===== config.mk =====
export PLATFORM = sky130hd
export DESIGN_NAME = periph_subsys_top
export DESIGN_NICKNAME = d
export VERILOG_FILES = /design/src/common/sys_bus_pkg.sv /design/src/common/dev_bus_if.sv /design/src/bus/bus_decoder.sv /design/src/verilog/gpio_regs.sv /design/src/verilog/mtimer.sv /design/src/verilog/periph_subsys_top.sv
export SDC_FILE = /design/constraint.sdc
export NUM_CORES = 1
export LEC_CHECK = 0
export ABC_AREA = 1
export BUFFER_PORTS_ARGS = -buffer_cell sky130_fd_sc_hd__buf_2
export CORE_UTILIZATION = 30
export DETAILED_ROUTE_END_ITERATION = 10
export HOLD_SLACK_MARGIN = 0.03
export PLACE_DENSITY = 0.53
export SYNTH_ARGS = -nofsm -noshare
export SYNTH_HDL_FRONTEND = slang
export SYNTH_SLANG_ARGS = --single-unit

===== constraint.sdc =====
create_clock -name clk_sys_i -period 5.7 [get_ports clk_sys_i]
set_input_delay 0.57 -clock clk_sys_i [delete_from_list [all_inputs] [get_ports clk_sys_i]]
set_output_delay 0.57 -clock clk_sys_i [all_outputs]
set_load 0.03 [all_outputs]

===== src/common/sys_bus_pkg.sv =====
//////////////////////////////
// System bus package
// Bus types, memory map and device register offsets
//////////////////////////////

package sys_bus_pkg;

  // Bus word types
  typedef logic [31:0] addr_t;
  typedef logic [31:0] data_t;
  typedef logic [3:0]  strb_t;  // One enable per data byte

  // Decoded devices
  typedef enum logic [1:0] {
    DevRam,
    DevGpio,
    DevTimer
  } dev_e;

  localparam int NrDevices = 3;

  // Memory map
  localparam addr_t RamBase   = 32'h0010_0000;
  localparam addr_t RamMask   = 32'hFFFF_0000;  // 64 KiB
  localparam addr_t GpioBase  = 32'h8000_0000;
  localparam addr_t GpioMask  = 32'hFFFF_F000;  // 4 KiB
  localparam addr_t TimerBase = 32'h8000_2000;
  localparam addr_t TimerMask = 32'hFFFF_F000;  // 4 KiB

  // Low address bits seen by the register devices
  localparam int RegOffsetBits = 4;

  // GPIO registers
  localparam logic [RegOffsetBits-1:0] GpioOutOffset = 4'h0;
  localparam logic [RegOffsetBits-1:0] GpioInOffset  = 4'h4;

  // Timer registers, 64-bit values split into halves
  localparam logic [RegOffsetBits-1:0] MtimeLoOffset    = 4'h0;
  localparam logic [RegOffsetBits-1:0] MtimeHiOffset    = 4'h4;
  localparam logic [RegOffsetBits-1:0] MtimecmpLoOffset = 4'h8;
  localparam logic [RegOffsetBits-1:0] MtimecmpHiOffset = 4'hC;

endpackage


===== src/common/dev_bus_if.sv =====
//////////////////////////////
// Device-side bus interface
// Single-cycle req, response one cycle later
//////////////////////////////

`timescale 1ns/1ns

interface dev_bus_if;
  import sys_bus_pkg::*;

  logic  req;     // One cycle per access
  addr_t addr;
  logic  we;
  strb_t be;
  data_t wdata;
  logic  rvalid;  // Cycle after req
  data_t rdata;

  // Decoder side
  modport decoder (
    output req, addr, we, be, wdata,
    input  rvalid, rdata
  );

  // Device side
  modport device (
    input  req, addr, we, be, wdata,
    output rvalid, rdata
  );

endinterface


===== src/bus/bus_decoder.sv =====
//////////////////////////////
// Bus decoder
// Routes host accesses to RAM, GPIO or timer
//////////////////////////////

`timescale 1ns/1ns

module bus_decoder (
  input  logic               clk_sys_i,
  input  logic               rst_sys_ni,

  input  logic               host_req_i,
  input  sys_bus_pkg::addr_t host_addr_i,
  input  logic               host_we_i,
  input  sys_bus_pkg::strb_t host_be_i,
  input  sys_bus_pkg::data_t host_wdata_i,
  output logic               host_gnt_o,
  output logic               host_rvalid_o,
  output sys_bus_pkg::data_t host_rdata_o,
  output logic               host_err_o,

  dev_bus_if.decoder         gpio_bus,
  dev_bus_if.decoder         timer_bus,

  output logic               mem_req_o,
  output logic               mem_we_o,
  output sys_bus_pkg::strb_t mem_be_o,
  output sys_bus_pkg::addr_t mem_addr_o,
  output sys_bus_pkg::data_t mem_wdata_o,
  input  logic               mem_rvalid_i,
  input  sys_bus_pkg::data_t mem_rdata_i
);
  import sys_bus_pkg::*;

  logic  ram_hit, gpio_hit, timer_hit;
  logic  any_hit;
  dev_e  dev_sel;
  logic  out_valid_q;  // Access in flight
  logic  out_err_q;    // In-flight access hit nothing
  dev_e  out_dev_q;
  logic  dev_rvalid [NrDevices];
  data_t dev_rdata  [NrDevices];
  logic  rsp_valid;

  // Base/mask match
  assign ram_hit   = (host_addr_i & RamMask) == RamBase;
  assign gpio_hit  = (host_addr_i & GpioMask) == GpioBase;
  assign timer_hit = (host_addr_i & TimerMask) == TimerBase;
  assign any_hit   = ram_hit | gpio_hit | timer_hit;

  // Regions are disjoint, RAM is the fallback encoding
  always_comb begin
    dev_sel = DevRam;
    if (gpio_hit) begin
      dev_sel = DevGpio;
    end else if (timer_hit) begin
      dev_sel = DevTimer;
    end
  end

  assign host_gnt_o = host_req_i & ~out_valid_q;

  // Request strobes, only the selected device sees req
  assign mem_req_o     = host_gnt_o & ram_hit;
  assign gpio_bus.req  = host_gnt_o & gpio_hit;
  assign timer_bus.req = host_gnt_o & timer_hit;

  // Payload goes to every device unqualified
  assign mem_we_o    = host_we_i;
  assign mem_be_o    = host_be_i;
  assign mem_addr_o  = host_addr_i;
  assign mem_wdata_o = host_wdata_i;

  assign gpio_bus.addr   = host_addr_i;
  assign gpio_bus.we     = host_we_i;
  assign gpio_bus.be     = host_be_i;
  assign gpio_bus.wdata  = host_wdata_i;
  assign timer_bus.addr  = host_addr_i;
  assign timer_bus.we    = host_we_i;
  assign timer_bus.be    = host_be_i;
  assign timer_bus.wdata = host_wdata_i;

  assign dev_rvalid[DevRam]   = mem_rvalid_i;
  assign dev_rdata[DevRam]    = mem_rdata_i;
  assign dev_rvalid[DevGpio]  = gpio_bus.rvalid;
  assign dev_rdata[DevGpio]   = gpio_bus.rdata;
  assign dev_rvalid[DevTimer] = timer_bus.rvalid;
  assign dev_rdata[DevTimer]  = timer_bus.rdata;

  // Error answer comes out of the flag the cycle after grant
  assign rsp_valid     = out_valid_q & (out_err_q | dev_rvalid[out_dev_q]);
  assign host_rvalid_o = rsp_valid;
  assign host_err_o    = out_valid_q & out_err_q;
  assign host_rdata_o  = out_err_q ? '0 : dev_rdata[out_dev_q];

  always_ff @(posedge clk_sys_i or negedge rst_sys_ni) begin
    if (!rst_sys_ni) begin
      out_valid_q <= 1'b0;
      out_err_q   <= 1'b0;
      out_dev_q   <= DevRam;
    end else if (host_gnt_o) begin
      out_valid_q <= 1'b1;
      out_err_q   <= ~any_hit;
      out_dev_q   <= dev_sel;
    end else if (rsp_valid) begin
      out_valid_q <= 1'b0;
      out_err_q   <= 1'b0;
    end
  end

  // No second grant before the first access has been answered
  assert property (@(posedge clk_sys_i) disable iff (!rst_sys_ni)
    host_gnt_o |=> (!host_gnt_o until_with host_rvalid_o));

  // Devices and RAM only answer an access in flight
  assert property (@(posedge clk_sys_i) disable iff (!rst_sys_ni)
    (mem_rvalid_i | gpio_bus.rvalid | timer_bus.rvalid) |-> out_valid_q);

endmodule


===== src/verilog/gpio_regs.sv =====
//////////////////////////////
// GPIO registers
// Byte-writable outputs, synchronized inputs
//////////////////////////////

`timescale 1ns/1ns

module gpio_regs #(
  parameter int GpiWidth = 8,
  parameter int GpoWidth = 16
) (
  input  logic                clk_sys_i,
  input  logic                rst_sys_ni,

  dev_bus_if.device           bus,

  input  logic [GpiWidth-1:0] gp_i,
  output logic [GpoWidth-1:0] gp_o
);
  import sys_bus_pkg::*;

  logic [RegOffsetBits-1:0] reg_off;
  logic [GpoWidth-1:0]      gpo_q;
  logic [GpiWidth-1:0]      gpi_meta_q, gpi_q;  // Two-flop synchronizer
  data_t                    rdata_q;
  logic                     rvalid_q;

  if (GpiWidth > 32 || GpoWidth > 32) begin : g_width_check
    $error("GPIO widths must not exceed the bus width");
  end

  assign reg_off = bus.addr[RegOffsetBits-1:0];

  always_ff @(posedge clk_sys_i or negedge rst_sys_ni) begin
    if (!rst_sys_ni) begin
      gpo_q      <= '0;
      gpi_meta_q <= '0;
      gpi_q      <= '0;
      rvalid_q   <= 1'b0;
    end else begin
      gpi_meta_q <= gp_i;
      gpi_q      <= gpi_meta_q;
      rvalid_q   <= bus.req;
      if (bus.req && bus.we && reg_off == GpioOutOffset) begin
        for (int b = 0; b < GpoWidth; b++) begin
          if (bus.be[b/8]) gpo_q[b] <= bus.wdata[b];  // Byte-lane merge
        end
      end
    end
  end

  // Writes answer zero, input register ignores them
  always_ff @(posedge clk_sys_i) begin
    if (bus.req) begin
      if (bus.we) rdata_q <= '0;
      else if (reg_off == GpioOutOffset) rdata_q <= data_t'(gpo_q);
      else if (reg_off == GpioInOffset) rdata_q <= data_t'(gpi_q);
      else rdata_q <= '0;
    end
  end

  assign bus.rvalid = rvalid_q;
  assign bus.rdata  = rdata_q;
  assign gp_o       = gpo_q;

  assert property (@(posedge clk_sys_i) disable iff (!rst_sys_ni)
    bus.req |=> bus.rvalid ##1 !bus.rvalid || $past(bus.req));

endmodule


===== src/verilog/mtimer.sv =====
//////////////////////////////
// Machine timer
// 64-bit mtime/mtimecmp with level interrupt
//////////////////////////////

`timescale 1ns/1ns

module mtimer (
  input  logic      clk_sys_i,
  input  logic      rst_sys_ni,

  dev_bus_if.device bus,

  output logic      timer_irq_o
);
  import sys_bus_pkg::*;

  logic [RegOffsetBits-1:0] reg_off;
  logic [63:0]              mtime_q, mtime_d;
  logic [63:0]              mtimecmp_q, mtimecmp_d;
  logic                     irq_q;
  logic                     rvalid_q;
  data_t                    rdata_q;
  logic                     wr_en;

  // Byte-enable merge of one 32-bit half
  function automatic data_t merge_be(data_t old_val, data_t new_val, strb_t be);
    data_t res;
    res = old_val;
    for (int i = 0; i < $bits(strb_t); i++) begin
      if (be[i]) res[8*i +: 8] = new_val[8*i +: 8];
    end
    return res;
  endfunction

  assign reg_off = bus.addr[RegOffsetBits-1:0];
  assign wr_en   = bus.req & bus.we;

  // Bus write wins over the increment for the half it touches
  always_comb begin
    mtime_d    = mtime_q + 64'd1;
    mtimecmp_d = mtimecmp_q;
    if (wr_en) begin
      case (reg_off)
        MtimeLoOffset:    mtime_d[31:0]     = merge_be(mtime_q[31:0], bus.wdata, bus.be);
        MtimeHiOffset:    mtime_d[63:32]    = merge_be(mtime_q[63:32], bus.wdata, bus.be);
        MtimecmpLoOffset: mtimecmp_d[31:0]  = merge_be(mtimecmp_q[31:0], bus.wdata, bus.be);
        MtimecmpHiOffset: mtimecmp_d[63:32] = merge_be(mtimecmp_q[63:32], bus.wdata, bus.be);
        default: ;
      endcase
    end
  end

  always_ff @(posedge clk_sys_i or negedge rst_sys_ni) begin
    if (!rst_sys_ni) begin
      mtime_q    <= '0;
      mtimecmp_q <= '1;  // Interrupt off out of reset
      irq_q      <= 1'b0;
      rvalid_q   <= 1'b0;
    end else begin
      mtime_q    <= mtime_d;
      mtimecmp_q <= mtimecmp_d;
      irq_q      <= mtime_q >= mtimecmp_q;
      rvalid_q   <= bus.req;
    end
  end

  // Read data sampled in the request cycle
  always_ff @(posedge clk_sys_i) begin
    if (bus.req) begin
      if (bus.we) begin
        rdata_q <= '0;
      end else begin
        case (reg_off)
          MtimeLoOffset:    rdata_q <= mtime_q[31:0];
          MtimeHiOffset:    rdata_q <= mtime_q[63:32];
          MtimecmpLoOffset: rdata_q <= mtimecmp_q[31:0];
          MtimecmpHiOffset: rdata_q <= mtimecmp_q[63:32];
          default:          rdata_q <= '0;
        endcase
      end
    end
  end

  assign bus.rvalid  = rvalid_q;
  assign bus.rdata   = rdata_q;
  assign timer_irq_o = irq_q;

  // Exactly one response per request, one cycle later
  assert property (@(posedge clk_sys_i) disable iff (!rst_sys_ni)
    bus.req |=> bus.rvalid ##1 (!bus.rvalid || $past(bus.req)));

endmodule


===== src/verilog/periph_subsys_top.sv =====
//////////////////////////////
// Peripheral subsystem top
// Decoder, GPIO, timer and RAM port
//////////////////////////////

`timescale 1ns/1ns

module periph_subsys_top #(
  parameter int GpiWidth = 8,
  parameter int GpoWidth = 16
) (
  input  logic                clk_sys_i,
  input  logic                rst_sys_ni,

  // Host port
  input  logic                host_req_i,
  input  sys_bus_pkg::addr_t  host_addr_i,
  input  logic                host_we_i,
  input  sys_bus_pkg::strb_t  host_be_i,
  input  sys_bus_pkg::data_t  host_wdata_i,
  output logic                host_gnt_o,
  output logic                host_rvalid_o,
  output sys_bus_pkg::data_t  host_rdata_o,
  output logic                host_err_o,

  // External RAM
  output logic                mem_req_o,
  output logic                mem_we_o,
  output sys_bus_pkg::strb_t  mem_be_o,
  output sys_bus_pkg::addr_t  mem_addr_o,
  output sys_bus_pkg::data_t  mem_wdata_o,
  input  logic                mem_rvalid_i,
  input  sys_bus_pkg::data_t  mem_rdata_i,

  input  logic [GpiWidth-1:0] gp_i,
  output logic [GpoWidth-1:0] gp_o,
  output logic                timer_irq_o
);

  dev_bus_if gpio_bus ();
  dev_bus_if timer_bus ();

  bus_decoder u_bus_decoder (
    .clk_sys_i     (clk_sys_i),
    .rst_sys_ni    (rst_sys_ni),
    .host_req_i    (host_req_i),
    .host_addr_i   (host_addr_i),
    .host_we_i     (host_we_i),
    .host_be_i     (host_be_i),
    .host_wdata_i  (host_wdata_i),
    .host_gnt_o    (host_gnt_o),
    .host_rvalid_o (host_rvalid_o),
    .host_rdata_o  (host_rdata_o),
    .host_err_o    (host_err_o),
    .gpio_bus      (gpio_bus),
    .timer_bus     (timer_bus),
    .mem_req_o     (mem_req_o),
    .mem_we_o      (mem_we_o),
    .mem_be_o      (mem_be_o),
    .mem_addr_o    (mem_addr_o),
    .mem_wdata_o   (mem_wdata_o),
    .mem_rvalid_i  (mem_rvalid_i),
    .mem_rdata_i   (mem_rdata_i)
  );

  gpio_regs #(
    .GpiWidth (GpiWidth),
    .GpoWidth (GpoWidth)
  ) u_gpio (
    .clk_sys_i  (clk_sys_i),
    .rst_sys_ni (rst_sys_ni),
    .bus        (gpio_bus),
    .gp_i       (gp_i),
    .gp_o       (gp_o)
  );

  mtimer u_mtimer (
    .clk_sys_i   (clk_sys_i),
    .rst_sys_ni  (rst_sys_ni),
    .bus         (timer_bus),
    .timer_irq_o (timer_irq_o)
  );

endmodule

==> metrics.yaml <==
synthesis:
  yosysSeqAreaShare: 0.394
  synth_edf_count: 48
  syn-cell-area_um2: 14500
  yosysWarnings: 0
  synthFlopType: "dfrtp_1"
  ys_types: 38
  synth_area_per_cell_um2: 7.03
  synth-seq-cells: 215
  synth_top_cell_area_share: 0.178
  synthCells: 2056
  async_reset_ff_frac: 0.777
  synth_top_area_cell: "dfrtp_1"
  ys_top_cells_by_area: "dfrtp_1 (18%), nand2_1 (17%), dfstp_2 (12%)"
  syn_nets: 2234
clocking:
  clockBufferDepth: 3
  clock-sinks: 215
  cts_buffers: 27
  cts_root_buf: "clkbuf_16"
  ctsResizeCount: 0
  clk_pin_slew_ns: 0.06
  cts_tree: "built"
  cts_hold_buf: 1
  htree_num_levels: 1
  clock_latency_ns: 0.58
  post-cts-setup-buffer-count: 0
outcome:
  status: "completed"
global_route:
  grt_max_degree: 66
  grt_pass1_vias: 13500
  gr-total-overflow: 0
  grt_usage: 0.218
  antenna_found_initial: 0
  grt_pass1_wl_um: 82500
pwr:
  power.leakage_nw: 7.60
  seqPwrFrac: 0.413
  clkPwrFrac: 0.442
  p_int_w: 0.00269
  vdd_drop_max_uv: 182
  p_per_area_nw_per_um2: 237
  p_sw_frac: 0.310
  combPwrFrac: 0.144
  power_switching_w: 0.00121
sta:
  period_share: 0.641
  whs_ns: 0.121
  rsz0062_at_grt: "no"
  finalSetupViolCount: 0
  fmax_mhz: 274
  hold_viol: 0
  max_slew_margin: 0.173
  tightestPinTransition_ns: 1.24
  period_minus_slack_ns: 3.65
  fin_skew_ns: 0.0350
  drv_slew: 0
  finalSetupTns_ns: 0
floorplanning:
  num_rows: 80
  ioPinCount: 235
  initial_utilization: 0.303
  core-area_um2: 47600
  fp.dieH_um: 222
  die_area_um2: 49100
  die_x_um: 222
routing:
  via_per_inst: 4.96
  drc: 0
  drt-total-wl_um: 53900
  wire_per_inst_um: 19.1
  ant_nets: 0
  vias: 14000
  dr.pass1.iters: 5
  drtIter0Drc: 1188
worst_setup_path:
  cp-start-kind: "register"
  crit_required_ns: 5.13
  endpoint_kind: "output pin"
  crit_arrival_ns: 3.08
  path_max_fanout: 18
  critical_path_class: "reg2out"
place:
  dpl_cell_area_um2: 15600
  dp_hpwl_um: 41500
  place_congestion: 0.933
  portBuffers: 218
hold_path:
  worst_hold_path_type: "in2reg"
cells_and_area:
  nets: 2364
  n_fill_cell: 5161
  drive_gt1_frac: 0.161
  synthToLayoutAreaGrowth_pct: 14.2
  design_area_um2: 16500
  n_antenna_cell: 0
job:
  maxCapViolations: 0
==> placed cells by master (no fill, tap or decap), types with 27 or more instances in the layout <==
cell and count:
nand2_1 644, o22ai_1 31, inv_1 242, nand3_1 101, a21oi_1 53, clkbuf_16 27, ha_1 65, a221oi_1 32
buf_2 217, dfstp_2 64, edfxtp_1 48, dfrtp_1 103, o21ai_0 148, nor2_1 294
==> registers in the layout, indices dropped and copies added (netlist names), 2 cells and up <==
name and count:
u_bus_decoder.out_dev_q 2, u_gpio.bus.rdata 16, u_gpio.gp_o 16, u_gpio.gpi_meta_q 8, u_gpio.gpi_q 8, u_mtimer.bus.rdata 32, u_mtimer.mtime_q 64, u_mtimer.mtimecmp_q 64
==> critical path, cell delays in order, from the launching register on <==
cell and delay [ns]:
dfrtp_1 0.34, clkinv_1 0.41, nor2_1 1.07, nand2_1 0.12, a31oi_1 0.31, buf_2 0.27
==> metrics by stage <==
| step | util | cells | total power, W | worst slack (ns) |
|---|---|---|---|---|
| finish | 0.346 | 2821 | 0.00390 | 2.05 |
| global route | 0.346 | 2821 | 0.00404 | 1.78 |
| CTS | 0.346 | 2821 | 0.00394 | 1.91 |
| detailed placement | 0.328 | 2771 | 0.00221 | 2.30 |
| global placement | 0.328 | 2771 | 0.00221 | 2.46 |
| floorplan | - | 2056 | 0.00202 | 2.97 |
==> synth_stat cells, types with 2 or more instances <==
library cell,instances
dfstp_2,64
o21a_1,2
nand4_1,26
clkbuf_1,38
a21oi_1,53
buf_1,2
nand3_1,101
o22ai_1,31
a221oi_1,32
inv_1,242
nor2_1,295
o21ai_0,148
nand2_1,645
buf_6,3
nor2_2,3
clkinv_1,5
xnor2_1,17
nor3_1,5
ha_1,65
o21bai_1,3
buf_2,17
buf_4,72
dfrtp_1,103
nand2_4,3
edfxtp_1,48
nand3b_1,9
o211ai_1,6
xor2_1,7
nor2_4,2
==> cells by family after synthesis <==
kind of cell	Yosys count	share of synthesized area
AO/OA/AOI/OAI	280	0.110
buffers and inverters	380	0.120
XOR/XNOR	24	0.0145
AND/OR/NAND/NOR	1092	0.304
adder cells (fa/ha/maj)	65	0.0563
flip-flops	215	0.394
==> routing by layer <==
| metal | GRT usage | share of wire | vias up |
|---|---|---|---|
| met2 | 0.364 | 0.46 | 478 |
| met3 | 0.0302 | 0.064 | 68 |
| li1 | - | - | 6794 |
| met5 | 0 | 0 | - |
| met1 | 0.300 | 0.45 | 6643 |
| met4 | 0.0497 | 0.019 | 0 |
==> power groups by stage <==
stage | clock network [W] | logic, W | registers [W]
after detailed placement | 0 | 0.000569 | 0.00164
after global routing | 0.00182 | 0.000607 | 0.00162
after global placement | 0 | 0.000569 | 0.00164
after floorplan | 0 | 0.000399 | 0.00162
final | 0.00173 | 0.000563 | 0.00161
after CTS | 0.00176 | 0.000572 | 0.00162
==> worst paths after layout <==
path	start	to	slack (ns)	depth (start not counted)
worst max-delay path	u_bus_decoder.out_dev_q[1]$_DFFE_PN0P_	host_rvalid_o	2.05	5
worst min-delay path	gp_i[1]	u_gpio.gpi_meta_q[1]$_DFF_PN0_	0.12	1
worst max register to register	u_mtimer.mtime_q[0]$_DFFE_PN0P_	u_mtimer.mtime_q[38]$_DFFE_PN0P_	3.17	10
worst min register to register	u_gpio.gpi_meta_q[4]$_DFF_PN0_	u_gpio.gpi_q[4]$_DFF_PN0_	0.35	0
max in group asynchronous	rst_sys_ni	u_mtimer.mtime_q[22]$_DFFE_PN0P_	3.98	3
min in group asynchronous	rst_sys_ni	u_gpio.gp_o[12]$_DFFE_PN0P_	0.49	2
==> final cells by class <==
cell class	instances	area, um2	area share
multi-input cells	1461	7020	0.425
flip-flops and latches	215	5700	0.345
repair buffers	233	1210	0.0735
inverters	248	931	0.0564
well taps	615	769	0.0466
clock buffers	28	679	0.0412
clock inverters	21	194	0.0118
(Power assumes the default switching activity.)
